<file path="src/source/cpuPkg.sv">
package cpuPkg;

  typedef logic [31:0] addrT;
  typedef logic [31:0] dataT;
  typedef logic [31:0] instrT;
  typedef logic [4:0]  regIdxT;
  typedef logic [6:0]  opcodeT;

  localparam addrT resetPc = 32'h0000_0000;

  // major opcodes of the supported subset
  localparam opcodeT opReg    = 7'b0110011;
  localparam opcodeT opImm    = 7'b0010011;
  localparam opcodeT opLoad   = 7'b0000011;
  localparam opcodeT opStore  = 7'b0100011;
  localparam opcodeT opBranch = 7'b1100011;
  localparam opcodeT opJal    = 7'b1101111;

  typedef enum logic [2:0] {
    aluAdd, aluSub, aluAnd, aluOr, aluXor, aluSlt, aluPassB
  } aluOpT;

  typedef enum logic [1:0] {
    resultAlu, resultLoad, resultLink
  } resultSrcT;

  typedef struct packed {
    logic      regWrite;
    logic      memRead;
    logic      memWrite;
    logic      branch;
    logic      jump;
    logic      aluSrcImm;
    aluOpT     aluOp;
    resultSrcT resultSrc;
  } controlT;

  // fetch/decode register
  typedef struct packed {
    logic  valid;
    addrT  pc;
    instrT instr;
  } fetchToDecodeT;

  typedef struct packed {
    logic    valid;
    addrT    pc;
    controlT control;
    regIdxT  rs1;
    regIdxT  rs2;
    regIdxT  rd;
    dataT    imm;
    dataT    rs1Data;
    dataT    rs2Data;
  } decodeToExecT;

  typedef struct packed {
    logic    valid;
    controlT control;
    regIdxT  rd;
    dataT    aluResult;
    dataT    storeData;
    addrT    linkAddr;
  } execToMemT;

  // one register write, also used for forwarding
  typedef struct packed {
    logic   valid;
    regIdxT rd;
    dataT   data;
  } retireT;

endpackage

</file>
<file path="src/source/busPkg.sv">
package busPkg;

  // wishbone classic, 32 bit words only
  typedef struct packed {
    logic        cyc;
    logic        stb;
    logic        we;
    logic [31:0] adr;
    logic [31:0] datO;
  } wbMasterT;

  typedef struct packed {
    logic [31:0] datI;
    logic        ack;
  } wbSlaveT;

endpackage

</file>
<file path="src/source/fetchStage.sv">
module fetchStage import cpuPkg::*; (
  input  logic          clk,
  input  logic          reset,
  input  logic          stall,
  input  logic          flush,
  input  logic          redirect,
  input  addrT          redirectPc,
  output addrT          imemAddr,
  input  instrT         imemData,
  output fetchToDecodeT fetchOut
);

  addrT pc;
  addrT nextPc;

  // a redirect from execute wins over the sequential pc
  assign nextPc = redirect ? redirectPc : pc + 32'd4;

  assign imemAddr = pc;

  always_ff @(posedge clk) begin
    if (reset) begin
      pc <= resetPc;
    end else if (!stall) begin
      pc <= nextPc;
    end
  end

  always_ff @(posedge clk) begin
    if (reset) begin
      fetchOut.valid <= 1'b0;
    end else if (flush) begin
      fetchOut.valid <= 1'b0;
    end else if (!stall) begin
      fetchOut.valid <= 1'b1;
      fetchOut.pc    <= pc;
      fetchOut.instr <= imemData;
    end
  end

endmodule

</file>
<file path="src/source/controlDecoder.sv">
module controlDecoder import cpuPkg::*; (
  input  instrT   instr,
  output controlT control,
  output dataT    imm
);

  opcodeT     opcode;
  logic [2:0] funct3;
  logic       funct7b5;
  aluOpT      fieldOp;
  logic       fieldOk;
  dataT       immI;
  dataT       immS;
  dataT       immB;
  dataT       immJ;

  assign opcode   = instr[6:0];
  assign funct3   = instr[14:12];
  assign funct7b5 = instr[30];

  assign immI = {{20{instr[31]}}, instr[31:20]};
  assign immS = {{20{instr[31]}}, instr[31:25], instr[11:7]};
  assign immB = {{19{instr[31]}}, instr[31], instr[7], instr[30:25], instr[11:8], 1'b0};
  assign immJ = {{11{instr[31]}}, instr[31], instr[19:12], instr[20], instr[30:21], 1'b0};

  // alu function shared by the register and immediate forms
  always_comb begin
    fieldOk = 1'b1;
    case (funct3)
      3'b000:  fieldOp = (opcode == opReg && funct7b5) ? aluSub : aluAdd;
      3'b010:  fieldOp = aluSlt;
      3'b100:  fieldOp = aluXor;
      3'b110:  fieldOp = aluOr;
      3'b111:  fieldOp = aluAnd;
      default: begin
        fieldOp = aluAdd;
        fieldOk = 1'b0;
      end
    endcase
  end

  // anything unsupported falls out as a harmless bubble
  always_comb begin
    control = '0;
    imm     = '0;
    case (opcode)
      opReg: begin
        control.regWrite = fieldOk;
        control.aluOp    = fieldOp;
      end
      opImm: begin
        control.regWrite  = fieldOk;
        control.aluSrcImm = 1'b1;
        control.aluOp     = fieldOp;
        imm               = immI;
      end
      opLoad: begin
        control.regWrite  = (funct3 == 3'b010);
        control.memRead   = (funct3 == 3'b010);
        control.aluSrcImm = 1'b1;
        control.resultSrc = resultLoad;
        imm               = immI;
      end
      opStore: begin
        control.memWrite  = (funct3 == 3'b010);
        control.aluSrcImm = 1'b1;
        imm               = immS;
      end
      opBranch: begin
        // only beq
        control.branch = (funct3 == 3'b000);
        control.aluOp  = aluSub;
        imm            = immB;
      end
      opJal: begin
        control.regWrite  = 1'b1;
        control.jump      = 1'b1;
        control.aluSrcImm = 1'b1;
        control.aluOp     = aluPassB;
        control.resultSrc = resultLink;
        imm               = immJ;
      end
      default: begin
        control = '0;
      end
    endcase
  end

endmodule

</file>
<file path="src/source/registerFile.sv">
module registerFile import cpuPkg::*; (
  input  logic   clk,
  input  logic   reset,
  input  regIdxT rs1,
  input  regIdxT rs2,
  output dataT   rd1,
  output dataT   rd2,
  input  retireT wr
);

  // x0 has no storage
  dataT regs [1:31];

  always_ff @(posedge clk) begin
    if (reset) begin
      for (int i = 1; i < 32; i++) begin
        regs[i] <= '0;
      end
    end else if (wr.valid && wr.rd != '0) begin
      regs[wr.rd] <= wr.data;
    end
  end

  // write-first: a same-cycle write is visible on the read ports
  always_comb begin
    if (rs1 == '0) begin
      rd1 = '0;
    end else if (wr.valid && wr.rd == rs1) begin
      rd1 = wr.data;
    end else begin
      rd1 = regs[rs1];
    end
  end

  always_comb begin
    if (rs2 == '0) begin
      rd2 = '0;
    end else if (wr.valid && wr.rd == rs2) begin
      rd2 = wr.data;
    end else begin
      rd2 = regs[rs2];
    end
  end

endmodule

</file>
<file path="src/source/executeStage.sv">
module executeStage import cpuPkg::*; (
  input  logic         clk,
  input  logic         reset,
  input  logic         stall,
  input  logic         flush,
  input  decodeToExecT decodeIn,
  input  retireT       fwd,
  output execToMemT    memOut,
  output logic         redirect,
  output addrT         redirectPc
);

  decodeToExecT execReg;
  dataT         srcA;
  dataT         srcB;
  dataT         aluB;
  dataT         aluResult;
  logic         fwdA;
  logic         fwdB;
  logic         operandsEqual;

  // decode/execute register
  always_ff @(posedge clk) begin
    if (reset) begin
      execReg.valid <= 1'b0;
    end else if (flush) begin
      execReg.valid <= 1'b0;
    end else if (!stall) begin
      execReg <= decodeIn;
    end
  end

  // bypass from memory/writeback, x0 never forwards
  assign fwdA = fwd.valid && fwd.rd == execReg.rs1 && execReg.rs1 != '0;
  assign fwdB = fwd.valid && fwd.rd == execReg.rs2 && execReg.rs2 != '0;

  assign srcA = fwdA ? fwd.data : execReg.rs1Data;
  assign srcB = fwdB ? fwd.data : execReg.rs2Data;
  assign aluB = execReg.control.aluSrcImm ? execReg.imm : srcB;

  always_comb begin
    case (execReg.control.aluOp)
      aluAdd:   aluResult = srcA + aluB;
      aluSub:   aluResult = srcA - aluB;
      aluAnd:   aluResult = srcA & aluB;
      aluOr:    aluResult = srcA | aluB;
      aluXor:   aluResult = srcA ^ aluB;
      aluSlt:   aluResult = {31'b0, $signed(srcA) < $signed(aluB)};
      aluPassB: aluResult = aluB;
      default:  aluResult = srcA + aluB;
    endcase
  end

  // branch resolution, beq compares the two register operands
  assign operandsEqual = (srcA == srcB);
  assign redirect = execReg.valid &&
                    (execReg.control.jump || (execReg.control.branch && operandsEqual));
  assign redirectPc = execReg.pc + execReg.imm;

  // execute/memory register
  always_ff @(posedge clk) begin
    if (reset) begin
      memOut.valid <= 1'b0;
    end else if (!stall) begin
      memOut.valid     <= execReg.valid;
      memOut.control   <= execReg.control;
      memOut.rd        <= execReg.rd;
      memOut.aluResult <= aluResult;
      memOut.storeData <= srcB;
      memOut.linkAddr  <= execReg.pc + 32'd4;
    end
  end

endmodule

</file>
<file path="src/source/memoryStage.sv">
module memoryStage import cpuPkg::*, busPkg::*; (
  input  logic      clk,
  input  logic      reset,
  input  execToMemT memIn,
  output wbMasterT  wbOut,
  input  wbSlaveT   wbIn,
  output logic      busBusy,
  output retireT    fwd,
  output retireT    retire
);

  typedef enum logic {stateIdle, stateAccess} busStateT;

  busStateT state;
  logic     memOp;
  logic     accessDone;
  logic     writeOk;
  dataT     wbData;

  assign memOp      = memIn.valid && (memIn.control.memRead || memIn.control.memWrite);
  assign accessDone = (state == stateAccess) && wbIn.ack;

  // the pipeline holds until the slave acks, and moves on in the ack cycle
  assign busBusy = memOp && !accessDone;

  // bus outputs are registered so adr, we and datO stay put while waiting
  always_ff @(posedge clk) begin
    if (reset) begin
      state     <= stateIdle;
      wbOut.cyc <= 1'b0;
      wbOut.stb <= 1'b0;
    end else begin
      case (state)
        stateIdle: begin
          if (memOp) begin
            state      <= stateAccess;
            wbOut.cyc  <= 1'b1;
            wbOut.stb  <= 1'b1;
            wbOut.we   <= memIn.control.memWrite;
            wbOut.adr  <= memIn.aluResult;
            wbOut.datO <= memIn.storeData;
          end
        end
        stateAccess: begin
          if (wbIn.ack) begin
            state     <= stateIdle;
            wbOut.cyc <= 1'b0;
            wbOut.stb <= 1'b0;
          end
        end
        default: state <= stateIdle;
      endcase
    end
  end

  always_comb begin
    case (memIn.control.resultSrc)
      resultLoad: wbData = wbIn.datI;
      resultLink: wbData = memIn.linkAddr;
      default:    wbData = memIn.aluResult;
    endcase
  end

  // loads write back only in their ack cycle
  assign writeOk = memIn.valid && memIn.control.regWrite && memIn.rd != '0 &&
                   (!memIn.control.memRead || accessDone);

  always_comb begin
    retire.valid = writeOk;
    retire.rd    = memIn.rd;
    retire.data  = wbData;
  end

  assign fwd = retire;

endmodule

</file>
<file path="src/source/hazardUnit.sv">
module hazardUnit (
  input  logic busBusy,
  input  logic redirect,
  output logic stall,
  output logic flushDecode,
  output logic flushExec
);

  logic takeRedirect;

  // fetch, decode and execute all hold while a bus transfer is open
  assign stall = busBusy;

  // a redirect seen during a stall may rest on a load that has not returned,
  // so it only acts once the stall is gone
  assign takeRedirect = redirect && !stall;

  // both younger instructions are on the wrong path
  assign flushDecode = takeRedirect;
  assign flushExec   = takeRedirect;

endmodule

</file>
<file path="src/source/cpuTop.sv">
module cpuTop import cpuPkg::*, busPkg::*; (
  input  logic     clk,
  input  logic     reset,
  output addrT     imemAddr,
  input  instrT    imemData,
  output wbMasterT wbOut,
  input  wbSlaveT  wbIn,
  output retireT   retire
);

  fetchToDecodeT fetchOut;
  controlT       control;
  dataT          imm;
  dataT          rd1;
  dataT          rd2;
  decodeToExecT  decodeIn;
  execToMemT     memOut;
  retireT        fwd;
  logic          redirect;
  addrT          redirectPc;
  logic          busBusy;
  logic          stall;
  logic          flushDecode;
  logic          flushExec;

  fetchStage fetchStage_i (
    .clk        (clk),
    .reset      (reset),
    .stall      (stall),
    .flush      (flushDecode),
    .redirect   (redirect),
    .redirectPc (redirectPc),
    .imemAddr   (imemAddr),
    .imemData   (imemData),
    .fetchOut   (fetchOut)
  );

  controlDecoder controlDecoder_i (
    .instr   (fetchOut.instr),
    .control (control),
    .imm     (imm)
  );

  registerFile registerFile_i (
    .clk   (clk),
    .reset (reset),
    .rs1   (fetchOut.instr[19:15]),
    .rs2   (fetchOut.instr[24:20]),
    .rd1   (rd1),
    .rd2   (rd2),
    .wr    (fwd)
  );

  // decoder and register file results meet here
  always_comb begin
    decodeIn.valid   = fetchOut.valid;
    decodeIn.pc      = fetchOut.pc;
    decodeIn.control = control;
    decodeIn.rs1     = fetchOut.instr[19:15];
    decodeIn.rs2     = fetchOut.instr[24:20];
    decodeIn.rd      = fetchOut.instr[11:7];
    decodeIn.imm     = imm;
    decodeIn.rs1Data = rd1;
    decodeIn.rs2Data = rd2;
  end

  executeStage executeStage_i (
    .clk        (clk),
    .reset      (reset),
    .stall      (stall),
    .flush      (flushExec),
    .decodeIn   (decodeIn),
    .fwd        (fwd),
    .memOut     (memOut),
    .redirect   (redirect),
    .redirectPc (redirectPc)
  );

  memoryStage memoryStage_i (
    .clk     (clk),
    .reset   (reset),
    .memIn   (memOut),
    .wbOut   (wbOut),
    .wbIn    (wbIn),
    .busBusy (busBusy),
    .fwd     (fwd),
    .retire  (retire)
  );

  hazardUnit hazardUnit_i (
    .busBusy     (busBusy),
    .redirect    (redirect),
    .stall       (stall),
    .flushDecode (flushDecode),
    .flushExec   (flushExec)
  );

endmodule

</file>
<file path="config.mk">
export PLATFORM = sky130hd
export DESIGN_NAME = cpuTop
export DESIGN_NICKNAME = d
export VERILOG_FILES = /design/src/source/cpuPkg.sv /design/src/source/busPkg.sv /design/src/source/fetchStage.sv /design/src/source/controlDecoder.sv /design/src/source/registerFile.sv /design/src/source/executeStage.sv /design/src/source/memoryStage.sv /design/src/source/hazardUnit.sv /design/src/source/cpuTop.sv
export SDC_FILE = /design/constraint.sdc
export NUM_CORES = 2
export LEC_CHECK = 0
export ABC_AREA = 0
export BUFFER_PORTS_ARGS = -buffer_cell sky130_fd_sc_hd__buf_2
export CORE_MARGIN = 2
export CORE_UTILIZATION = 55
export DETAILED_ROUTE_END_ITERATION = 12
export PLACE_DENSITY = 0.7
export SKIP_CTS_REPAIR_TIMING = 1
export SYNTH_ARGS = -nofsm -noshare
export SYNTH_HDL_FRONTEND = slang
export SYNTH_SLANG_ARGS = --single-unit
</file>
<file path="constraint.sdc">
create_clock -name clk -period 31 [get_ports clk]
set_clock_uncertainty 0.05 [all_clocks]
set_input_delay 0 -clock clk [delete_from_list [all_inputs] [get_ports clk]]
set_output_delay 0 -clock clk [all_outputs]
set_load 0.1 [all_outputs]
</file>
==> impl_metrics.ini <==
[status]
status = completed

[clocking]
cts.clk_slew.worst_paths_ns = 0.07
insertion_delay_ns = 0.83
h-tree-depth = 4
cts_tree = done
cts_sinks = 1438
cts_buffer_depth = 3
root_buffer = clkbuf_16
cts-buffers-inserted = 154

[global_routing]
grt-ovfl-total = 0
grt_pass1_wl_mm = 376
antenna_found_initial = 6
grt_usage_pct = 37.5
grt_max_degree = 148
grt_pass1_vias = 52000

[timing]
drv_slew = 0
rsz0062_at_grt = no
hold_viol_final = 0
clock.fmax_mhz = 144
tns_ns = 0
fin_crit_ns = 6.96
post-route-period-util_pct = 22.5
slew_headroom_pct = 14.5
setup_viol = 0
worst_pin_slew_ns = 1.28
whs_ns = 0.0468

[power_and_ir_drop]
power.density_cell_area_mw_per_mm2 = 61.5
leakage_nw = 30.6
peakVddDrop_mv = 0.0610
power_w = 0.00521

[hold_path]
min_path_type = input pin to flip-flop

[logic_synthesis]
ys_warn_count = 0
ys_ff_latch = 1438
yosysMostFrequentCell = edfxtp_1
ys_top_cells_by_area = edfxtp_1, mux4_2, nor2_1, ha_1, clkbuf_1
ys_async_sr_fraction_pct = 0
syn_avg_cell_area_sq_um = 13.5
yosysSeqAreaShare_pct = 56.1
synth_area_sq_mm = 0.0764
syn_inst = 5646
synth_common_cells = edfxtp_1, nor2_1, mux4_2, clkbuf_1, nand2_1
synth_edf_count = 1401
synth-main-ff-cell = edfxtp_1
synth_cell_types = 88
synth.top_cell.area_share_pct = 55.1
yosysTopAreaCell = edfxtp_1

[detailed_routing]
postRouteAntennaNets = 0
dr.pass1.iters = 6
route.vias.total = 54300
wl_per_cell_um = 35.0
routed_wl_mm = 268
via_per_inst = 7.10
drt_iter0_markers = 8843
drc_errors = 0

[setup_path]
slowest_delay_ns = 0.85
crit_chain = inv_1, ha_1, buf_4, inv_2, buf_4, mux2i_4, buf_4, o21ai_0, mux2i_1, inv_1, fa_1, nand2b_1, a21oi_1, o211ai_1, a221oi_1, a311oi_1, o211ai_1, a221o_1, a21oi_1, nor2b_1, a221o_1, a22oi_1
critical-path-slowest-cell = a311oi_1
worstPathArrival_ns = 7.44
crit_fanout = 39
crit_path_frequent_cell = buf_4
cp-start-kind = flip-flop
setup.worst_path.end_class = flip-flop
critical_path_class = flip-flop to flip-flop
critPathRequiredTime_ns = 31.47

[floorplan]
start_util_pct = 55.5
coreArea_sq_mm = 0.138
dieArea_sq_mm = 0.142
dieWidth_um = 377
die_h_um = 377
num_rows = 136
io_pins = 204

[placement]
port_buffers = 203
gp_congestion = 0.991
dp_cells = 7309
dp_hpwl_mm = 159

[layout]
drive_gt1_share_pct = 22.8
final_cells = 7652
area_growth_pct = 10.9
final_nets = 5938
fill_cells = 10300
final_core_util_pct = 61.5
antenna_cells = 0

[job]
drv_cap = 0
[cells by family after synthesis]
family / after synthesis / synth area share, %
other: 1 / 0.00491
AND/OR/NAND/NOR: 1764 / 9.93
multiplexers: 701 / 19.7
adder cells (fa/ha/maj): 134 / 2.22
AO/OA/AOI/OAI: 808 / 7.25
buffers and inverters: 681 / 3.47
flip-flops: 1438 / 56.1
XOR/XNOR: 119 / 1.36
[critical path: cells and delay by family (launching register included)]
family,cells,cell delay (ns)
AND/OR/NAND/NOR,2,0.31
flip-flops,1,0.40
AO/OA/AOI/OAI,10,2.74
multiplexers,2,0.70
buffers and inverters,6,1.76
adder cells (fa/ha/maj),2,0.66
[registers in the layout, summed over array words and instances, names as in the netlist]
register,flops
fetchStage_i.imemAddr,32
memoryStage_i.wbOut,66
memoryStage_i.state,1
registerFile_i.regs,1024
executeStage_i.execReg,143
executeStage_i.memOut,107
fetchStage_i.fetchOut,65
[path summary, 6_finish.rpt]
check                                           startpoint                     endpoint  slack (ns)  cells after the start
worst max register to register  executeStage_i.memOut[101]    executeStage_i.memOut[92]       24.04                     22
worst min-delay path                              wbIn[31]  registerFile_i.regs[16][30]        0.05                      5
worst min register to register   fetchStage_i.fetchOut[42]  executeStage_i.execReg[132]        0.36                      0
worst max-delay path            executeStage_i.memOut[101]    executeStage_i.memOut[92]       24.04                     22
[layer usage]
metal	vias to the layer above	part of all wire, %	GRT usage [%]
li1	21700	-	-
met1	27200	33	48.6
met2	4581	45	56.6
met3	878	14	10.3
met4	4	7.4	23.2
met5	-	0.013	0
[where the power goes]
part	internal [W]	total [W]	switching (W)
clock network	0.000963	0.00176	0.000795
registers	0.00225	0.00236	0.000107
logic	0.000348	0.00109	0.000739
[through the flow]
stage	area, sq um	setup WS [ns]
2_1_floorplan	76500	18.14
3_3_place_gp	79300	24.35
3_5_place_dp	79300	24.23
4_1_cts	84000	24.25
5_1_grt	84700	23.65
6_report	84700	24.04
[cell type report]
class | instances | area, sq um | share of cell area (%)
well taps | 1794 | 2240 | 2.65
clock buffers | 193 | 4050 | 4.79
inverters | 165 | 622 | 0.734
flip-flops and latches | 1438 | 42800 | 50.5
multi-input cells | 3558 | 31400 | 37.1
repair buffers | 420 | 2920 | 3.45
clock inverters | 84 | 629 | 0.743
[cell usage in the layout (no fill, tap or decap), types with 21 or more instances in the layout]
cell / n
edfxtp_1: 1401
nor2_1: 1148
mux4_2: 640
buf_2: 203
nand2_1: 202
o21ai_0: 166
inv_1: 159
clkbuf_16: 156
a211oi_1: 151
buf_4: 142
ha_1: 131
a21oi_1: 128
nor2b_1: 102
xnor2_1: 85
dlygate4sd3_1: 66
nand3_1: 49
nor3_1: 41
a21o_1: 37
dfxtp_1: 37
clkbuf_1: 36
clkinv_1: 35
xor2_1: 34
mux2i_1: 33
conb_1: 32
a221o_1: 31
nand2b_1: 30
clkinv_2: 29
o221ai_1: 27
o22ai_1: 27
nand2b_2: 27
and3_1: 26
o21a_1: 22
mux2_2: 22
a31oi_1: 22
nor4_1: 21
No activity file was read; power rests on OpenSTA's default activity.
